--- config.mk ---
export PLATFORM = sky130hd
export DESIGN_NAME = intCoreSlice
export DESIGN_NICKNAME = d
export VERILOG_FILES = /design/src/rvIsaPkg.sv /design/src/rvPipePkg.sv /design/src/instrDecoder.sv /design/src/aluExecute.sv /design/src/resultStage.sv /design/src/intCoreSlice.sv
export SDC_FILE = /design/constraint.sdc
export NUM_CORES = 1
export LEC_CHECK = 0
export BUFFER_PORTS_ARGS = -buffer_cell sky130_fd_sc_hd__buf_2
export CORE_MARGIN = 4
export CORE_UTILIZATION = 40
export DETAILED_ROUTE_END_ITERATION = 10
export GPL_TIMING_DRIVEN = 0
export SLEW_MARGIN = 10
export SYNTH_ARGS = -nofsm -noshare
export SYNTH_HDL_FRONTEND = slang
export SYNTH_SLANG_ARGS = --single-unit
--- constraint.sdc ---
create_clock -name clk -period 8.6 [get_ports clk]
set_clock_uncertainty 0.2 [all_clocks]
set_input_delay 0.86 -clock clk [delete_from_list [all_inputs] [get_ports clk]]
set_output_delay 0.86 -clock clk [all_outputs]
set_load 0.02 [all_outputs]
--- src/rvIsaPkg.sv ---
package rvIsaPkg;

    // Data path and register index widths
    localparam int xlen = 32;
    localparam int regAddrWidth = 5;

    // Instruction field widths
    localparam int opcodeWidth = 7;
    localparam int funct3Width = 3;
    localparam int funct7Width = 7;
    localparam int shamtWidth = 5;

    // Opcodes handled by this slice, anything else is illegal
    typedef enum logic [opcodeWidth-1:0] {
        opLui   = 7'b0110111,
        opAuipc = 7'b0010111,
        opImm   = 7'b0010011,
        opReg   = 7'b0110011
    } opcodeE;

    // funct3 codes shared by the OP and OP-IMM groups
    localparam logic [funct3Width-1:0] f3AddSub = 3'b000;
    localparam logic [funct3Width-1:0] f3Sll    = 3'b001;
    localparam logic [funct3Width-1:0] f3Slt    = 3'b010;
    localparam logic [funct3Width-1:0] f3Sltu   = 3'b011;
    localparam logic [funct3Width-1:0] f3Xor    = 3'b100;
    localparam logic [funct3Width-1:0] f3Srl    = 3'b101;
    localparam logic [funct3Width-1:0] f3Or     = 3'b110;
    localparam logic [funct3Width-1:0] f3And    = 3'b111;

    // funct7 codes, bit 5 selects SUB and SRA
    localparam logic [funct7Width-1:0] f7Base = 7'b0000000;
    localparam logic [funct7Width-1:0] f7Alt  = 7'b0100000;

endpackage

--- src/rvPipePkg.sv ---
package rvPipePkg;

    import rvIsaPkg::*;

    // Machine word and register index
    typedef logic [xlen-1:0] wordT;
    typedef logic [regAddrWidth-1:0] regIdxT;

    // Bits of operand B used as the shift distance
    localparam int shiftWidth = $clog2(xlen);

    typedef enum logic [3:0] {
        aluAdd  = 4'd0,
        aluSub  = 4'd1,
        aluAnd  = 4'd2,
        aluOr   = 4'd3,
        aluXor  = 4'd4,
        aluSll  = 4'd5,
        aluSrl  = 4'd6,
        aluSra  = 4'd7,
        aluSlt  = 4'd8,
        aluSltu = 4'd9
    } aluOpE;

    // Item as issued, operands already read from the register bank
    typedef struct packed {
        wordT instr;
        wordT pc;
        wordT rs1Value;
        wordT rs2Value;
    } issueT;

    // Decode to execute
    typedef struct packed {
        aluOpE  aluOp;
        wordT   operandA;
        wordT   operandB;
        regIdxT rd;
        logic   regWrite;
        logic   illegal;
    } decodedT;

    // Register write record
    typedef struct packed {
        regIdxT rd;
        wordT   value;
        logic   writeEnable;
        logic   illegal;
    } resultT;

endpackage

--- src/instrDecoder.sv ---
`timescale 1ns/1ps

module instrDecoder
    import rvIsaPkg::*;
    import rvPipePkg::*;
(
    input  logic    clk,
    input  logic    rst,
    input  logic    inValid,
    output logic    inReady,
    input  issueT   inItem,
    output logic    decValid,
    input  logic    decReady,
    output decodedT decItem
);

    opcodeE                 opcode;
    logic [funct3Width-1:0] funct3;
    logic [funct7Width-1:0] funct7;
    logic [shamtWidth-1:0]  shamt;
    regIdxT                 rd;
    wordT                   immI;
    wordT                   immU;
    wordT                   shamtExt;
    logic                   isShift;
    logic                   funct7Checked;
    logic                   funct7Ok;
    logic                   useAlt;
    aluOpE                  aluSel;
    decodedT                nextItem;
    logic                   accept;

    // Field extraction
    assign opcode = opcodeE'(inItem.instr[opcodeWidth-1:0]);
    assign rd     = inItem.instr[11:7];
    assign funct3 = inItem.instr[14:12];
    assign shamt  = inItem.instr[24:20];
    assign funct7 = inItem.instr[31:25];

    // I immediate is sign-extended, U immediate fills the upper 20 bits
    assign immI     = {{(xlen-12){inItem.instr[31]}}, inItem.instr[31:20]};
    assign immU     = {inItem.instr[31:12], 12'b0};
    assign shamtExt = {{(xlen-shamtWidth){1'b0}}, shamt};

    assign isShift = (funct3 == f3Sll) || (funct3 == f3Srl);

    // funct7 only matters on shifts and on R-type ADD/SUB
    always_comb
    begin
        funct7Checked = isShift || (opcode == opReg && funct3 == f3AddSub);
        useAlt        = funct7Checked && (funct7 == f7Alt) && (funct3 != f3Sll);
        funct7Ok      = !funct7Checked || (funct7 == f7Base) || useAlt;
    end

    always_comb
    begin
        case (funct3)
            f3AddSub: aluSel = useAlt ? aluSub : aluAdd;
            f3Sll:    aluSel = aluSll;
            f3Slt:    aluSel = aluSlt;
            f3Sltu:   aluSel = aluSltu;
            f3Xor:    aluSel = aluXor;
            f3Srl:    aluSel = useAlt ? aluSra : aluSrl;
            f3Or:     aluSel = aluOr;
            default:  aluSel = aluAnd;
        endcase
    end

    // Operand selection per format
    always_comb
    begin
        nextItem          = '0;
        nextItem.aluOp    = aluAdd;
        nextItem.rd       = rd;
        nextItem.regWrite = 1'b1;
        case (opcode)
            opLui:
            begin
                nextItem.operandB = immU;
            end
            opAuipc:
            begin
                nextItem.operandA = inItem.pc;
                nextItem.operandB = immU;
            end
            opImm:
            begin
                nextItem.aluOp    = aluSel;
                nextItem.operandA = inItem.rs1Value;
                nextItem.operandB = isShift ? shamtExt : immI;
                nextItem.illegal  = !funct7Ok;
            end
            opReg:
            begin
                nextItem.aluOp    = aluSel;
                nextItem.operandA = inItem.rs1Value;
                nextItem.operandB = inItem.rs2Value;
                nextItem.illegal  = !funct7Ok;
            end
            default:
            begin
                nextItem.illegal = 1'b1;
            end
        endcase

        // Illegal items become a no-write ADD of zeros
        if (nextItem.illegal)
        begin
            nextItem.aluOp    = aluAdd;
            nextItem.operandA = '0;
            nextItem.operandB = '0;
            nextItem.regWrite = 1'b0;
        end
    end

    // Output register handshake
    assign inReady = !decValid || decReady;
    assign accept  = inValid && inReady;

    always_ff @(posedge clk or posedge rst)
    begin
        if (rst)
        begin
            decValid <= 1'b0;
        end
        else if (inReady)
        begin
            decValid <= inValid;
        end
    end

    always_ff @(posedge clk)
    begin
        if (accept)
        begin
            decItem <= nextItem;
        end
    end

endmodule

--- src/aluExecute.sv ---
`timescale 1ns/1ps

module aluExecute
    import rvPipePkg::*;
(
    input  logic    clk,
    input  logic    rst,
    input  logic    decValid,
    output logic    decReady,
    input  decodedT decItem,
    output logic    exValid,
    input  logic    exReady,
    output resultT  exItem
);

    wordT                  opA;
    wordT                  opB;
    logic [shiftWidth-1:0] shiftAmt;
    wordT                  aluValue;
    resultT                nextItem;
    logic                  accept;

    assign opA      = decItem.operandA;
    assign opB      = decItem.operandB;
    assign shiftAmt = opB[shiftWidth-1:0];

    always_comb
    begin
        case (decItem.aluOp)
            aluAdd:  aluValue = opA + opB;
            aluSub:  aluValue = opA - opB;
            aluAnd:  aluValue = opA & opB;
            aluOr:   aluValue = opA | opB;
            aluXor:  aluValue = opA ^ opB;
            aluSll:  aluValue = opA << shiftAmt;
            aluSrl:  aluValue = opA >> shiftAmt;
            // Arithmetic shift keeps the sign of operand A
            aluSra:  aluValue = $signed(opA) >>> shiftAmt;
            aluSlt:  aluValue = wordT'($signed(opA) < $signed(opB));
            aluSltu: aluValue = wordT'(opA < opB);
            default: aluValue = '0;
        endcase
    end

    always_comb
    begin
        nextItem.rd          = decItem.rd;
        nextItem.value       = aluValue;
        nextItem.writeEnable = decItem.regWrite;
        nextItem.illegal     = decItem.illegal;
    end

    // One register slot between decode and result
    assign decReady = !exValid || exReady;
    assign accept   = decValid && decReady;

    always_ff @(posedge clk or posedge rst)
    begin
        if (rst)
        begin
            exValid <= 1'b0;
        end
        else if (decReady)
        begin
            exValid <= decValid;
        end
    end

    always_ff @(posedge clk)
    begin
        if (accept)
        begin
            exItem <= nextItem;
        end
    end

endmodule

--- src/resultStage.sv ---
`timescale 1ns/1ps

module resultStage
    import rvPipePkg::*;
(
    input  logic   clk,
    input  logic   rst,
    input  logic   exValid,
    output logic   exReady,
    input  resultT exItem,
    output logic   outValid,
    input  logic   outReady,
    output resultT outItem
);

    resultT nextItem;
    logic   accept;

    // x0 is hardwired to zero, so never request a write to it
    always_comb
    begin
        nextItem             = exItem;
        nextItem.writeEnable = exItem.writeEnable && (exItem.rd != '0);
    end

    // Record waits here while the consumer stalls
    assign exReady = !outValid || outReady;
    assign accept  = exValid && exReady;

    always_ff @(posedge clk or posedge rst)
    begin
        if (rst)
        begin
            outValid <= 1'b0;
        end
        else if (exReady)
        begin
            outValid <= exValid;
        end
    end

    always_ff @(posedge clk)
    begin
        if (accept)
        begin
            outItem <= nextItem;
        end
    end

endmodule

--- src/intCoreSlice.sv ---
`timescale 1ns/1ps

module intCoreSlice
    import rvPipePkg::*;
(
    input  logic   clk,
    input  logic   rst,
    input  logic   inValid,
    output logic   inReady,
    input  issueT  inItem,
    output logic   outValid,
    input  logic   outReady,
    output resultT outItem
);

    // Decode to execute link
    logic    decValid;
    logic    decReady;
    decodedT decItem;

    // Execute to result link
    logic   exValid;
    logic   exReady;
    resultT exItem;

    instrDecoder u_decode (
        .clk      (clk),
        .rst      (rst),
        .inValid  (inValid),
        .inReady  (inReady),
        .inItem   (inItem),
        .decValid (decValid),
        .decReady (decReady),
        .decItem  (decItem)
    );

    aluExecute u_execute (
        .clk      (clk),
        .rst      (rst),
        .decValid (decValid),
        .decReady (decReady),
        .decItem  (decItem),
        .exValid  (exValid),
        .exReady  (exReady),
        .exItem   (exItem)
    );

    resultStage u_result (
        .clk      (clk),
        .rst      (rst),
        .exValid  (exValid),
        .exReady  (exReady),
        .exItem   (exItem),
        .outValid (outValid),
        .outReady (outReady),
        .outItem  (outItem)
    );

endmodule

==> impl_metrics.py <==
metrics = {
    "run_status": {
        "status": "finished, final reports clean",
    },
    "worst_setup_path": {
        "critPathCaptureType": "flip-flop",
        "path_cells": "clkbuf_1, inv_2, buf_1, buf_1, ha_1, buf_2, a21o_1, a21o_1, a311oi_1, o31ai_1, a31oi_1, nor4_1, o211ai_1, a21oi_1, mux2i_1, nand3_1",
        "cp_data_required_time_ns": 8.53,
        "cp.depth": 16,
        "setup.worst_path.start": "u_decode.decItem[9]",
        "r2r_end": "u_execute.exItem[30]",
        "critPathArrivalTime_ns": 6.34,
        "path_delay_family": "buffers and inverters",
        "worstReg2RegStart": "u_decode.decItem[9]",
        "critical_path_class": "flip-flop to flip-flop",
        "cpPeakStageDelay_ns": 0.84,
        "worst_r2r_path_depth": 16,
        "worst-path-buf-inv": 5,
        "crit_end": "u_execute.exItem[30]",
        "critPathLaunchType": "flip-flop",
        "critPathMaxFanout": 11,
        "r2r_slack_ns": 2.19,
        "worst_path_max_delay_cell": "buf_1",
    },
    "power": {
        "p_total_w": 0.00249,
        "p_leak_nw": 6.39,
        "p_per_area_mw_per_mm2": 158,
        "ir_drop_v": 0.000145,
    },
    "floorplanning": {
        "core-area_mm2": 0.0336,
        "fp.dieH_um": 193,
        "initial_core_util_pct": 40.7,
        "dieWidth_um": 193,
        "ios": 173,
        "rows": 67,
        "die_area_mm2": 0.0373,
    },
    "synthesis": {
        "synth_cell_type_count": 83,
        "synth-edff-count": 153,
        "seq_area_frac_synth_pct": 34.1,
        "async_reset_ff_share_pct": 1.92,
        "synthCells": 1601,
        "ys_warn_count": 0,
        "avgSynthCellArea_um2": 8.55,
        "synth_nets": 1832,
        "syn_area_mm2": 0.0137,
        "synth-seq-cells": 156,
        "synth_top_area_share_pct": 33.5,
        "netlist_top_cells_area": "edfxtp_1 34%, ha_1 8.9%, a21oi_1 5.7%",
        "synth_ff_type": "edfxtp_1",
        "yosysTopAreaCell": "edfxtp_1",
    },
    "timing": {
        "setup_violations": 0,
        "fmax_mhz": 156,
        "slew-limit-headroom_pct": 27.1,
        "final_hold_viol_count": 0,
        "setup_ws_ns": 2.19,
        "finalMaxSlewViolations": 0,
        "worst_pin_slew_ns": 1.08,
        "worst_hold_slack_ns": 0.0683,
        "period_needed_ns": 6.41,
        "period_share_pct": 74.5,
        "tns_ns": 0,
        "rsz0062_at_grt": "no",
    },
    "cells_and_area": {
        "area_delta_synth_final_pct": 15.0,
        "num_antenna_cells": 0,
        "final_cell_mix": "194 x nor2_1, 179 x buf_2, 156 x a21oi_1",
        "final_common_cell": "nor2_1",
        "drive_above_1_share_pct": 14.5,
        "nets": 2023,
    },
    "route": {
        "vias": 13960,
        "postRouteAntennaNets": 0,
        "wirelength_mm": 63.1,
        "drt_iter0_drc": 1837,
        "first_pass_iters": 9,
        "drc": 0,
        "via_per_inst": 6.20,
        "wl_per_cell_um": 28.0,
    },
    "cts": {
        "cts_tree": "yes",
        "post_cts_resized": 0,
        "path_clk_slew_ns": 0.07,
        "cts_buffers": 17,
        "htree_levels": 4,
        "clockRootBuffer": "clkbuf_16",
        "post-cts-setup-buffers": 0,
        "cts_hold_buf": 0,
        "cts_buffer_depth": 2,
        "cts.sinks": 156,
        "clk_latency_ns": 0.45,
    },
    "grt": {
        "first_global_vias": 13018,
        "grt_use_total_pct": 33.3,
        "grt_max_degree": 57,
        "grt_pass1_wl_mm": 89.3,
        "overflow": 0,
        "antenna_found_initial": 1,
    },
    "worst_hold_path": {
        "hold_class": "primary input to asynchronous set/reset pin",
    },
    "place": {
        "port_buffers": 170,
        "dp_slack_ns": 2.44,
        "dpl.hpwl_mm": 50.8,
        "gp_congestion": 1.07,
    },
    "flow_run": {
        "cap_violations": 0,
    },
}
[worst min-delay path by stage]
| stage | slack (ns) | end | startpoint | depth (start not counted) |
|---|---|---|---|---|
| 6_report | 0.07 | u_decode.decValid | rst | 2 |
| 5_1_grt | 0.07 | u_decode.decValid | rst | 2 |
| 4_1_cts | 0.05 | u_execute.exValid | rst | 2 |
| 3_5_place_dp | 0.20 | u_result.outItem[21] | u_execute.exItem[21] | 0 |
| 3_3_place_gp | 0.20 | u_execute.exItem[0] | u_decode.decItem[0] | 0 |
| 2_1_floorplan | 0.20 | u_execute.exItem[0] | u_decode.decItem[0] | 0 |
[state kept, by name (all words and copies together), names as in the netlist]
name / flops
u_decode.decItem: 75
u_decode.decValid: 1
u_result.outItem: 39
u_execute.exItem: 39
u_result.outValid: 1
u_execute.exValid: 1
[cell usage after synthesis, drive strengths merged (23+ instances only)]
master  instances
o211ai         23
edfxtp        153
nand2b         23
a21oi         157
a22o           24
nor2          194
ha             97
clkbuf         89
nand2         118
inv            99
nor3           27
mux2i          74
a22oi          42
o21ai         134
nand3          28
buf            27
[per-stage QoR]
step                      instance area (um^2)  util [%]  cells
after floorplan                          13700         -   1601
after global placement                   15100      44.9   2219
after detailed placement                 15200      45.1   2221
after CTS                                15800      46.9   2253
after global routing                     15800      46.9   2253
final                                    15800      46.9   2253
[area by class of cell]
class | instances | area [um^2]
Inverter | 101 | 379
Buffer | 116 | 462
Fill cell | 3386 | 17900
Clock inverter | 14 | 159
Sequential cell | 156 | 4670
Tap cell | 448 | 561
Multi-Input combinational cell | 1228 | 8200
Timing Repair Buffer | 172 | 898
Clock buffer | 18 | 429
[metal layers]
metal	routed length [um]	global-route usage [%]	vias up
li1	-	-	6272
met1	25800	45.6	6645
met2	26600	49.4	891
met3	6760	7.26	150
met4	3890	17.4	2
met5	11	0	-
[power breakdown]
| group | leakage, nW | internal [W] | total (W) | switching [W] |
|---|---|---|---|---|
| Clock | 0.293 | 0.000434 | 0.000766 | 0.000332 |
| Sequential | 1.55 | 0.000922 | 0.000973 | 0.0000511 |
| Combinational | 4.55 | 0.000241 | 0.000754 | 0.000513 |
[logic make-up after synthesis]
logic type / Yosys count / share of synthesized area [%]
buf+inv: 217 / 6.14
simple gates: 460 / 15.0
fa+ha+maj: 99 / 9.15
xor+xnor: 23 / 1.47
flops: 156 / 34.1
mux: 91 / 7.55
compound gates: 555 / 26.6
Note: power is estimated with default switching activity, not from simulation.
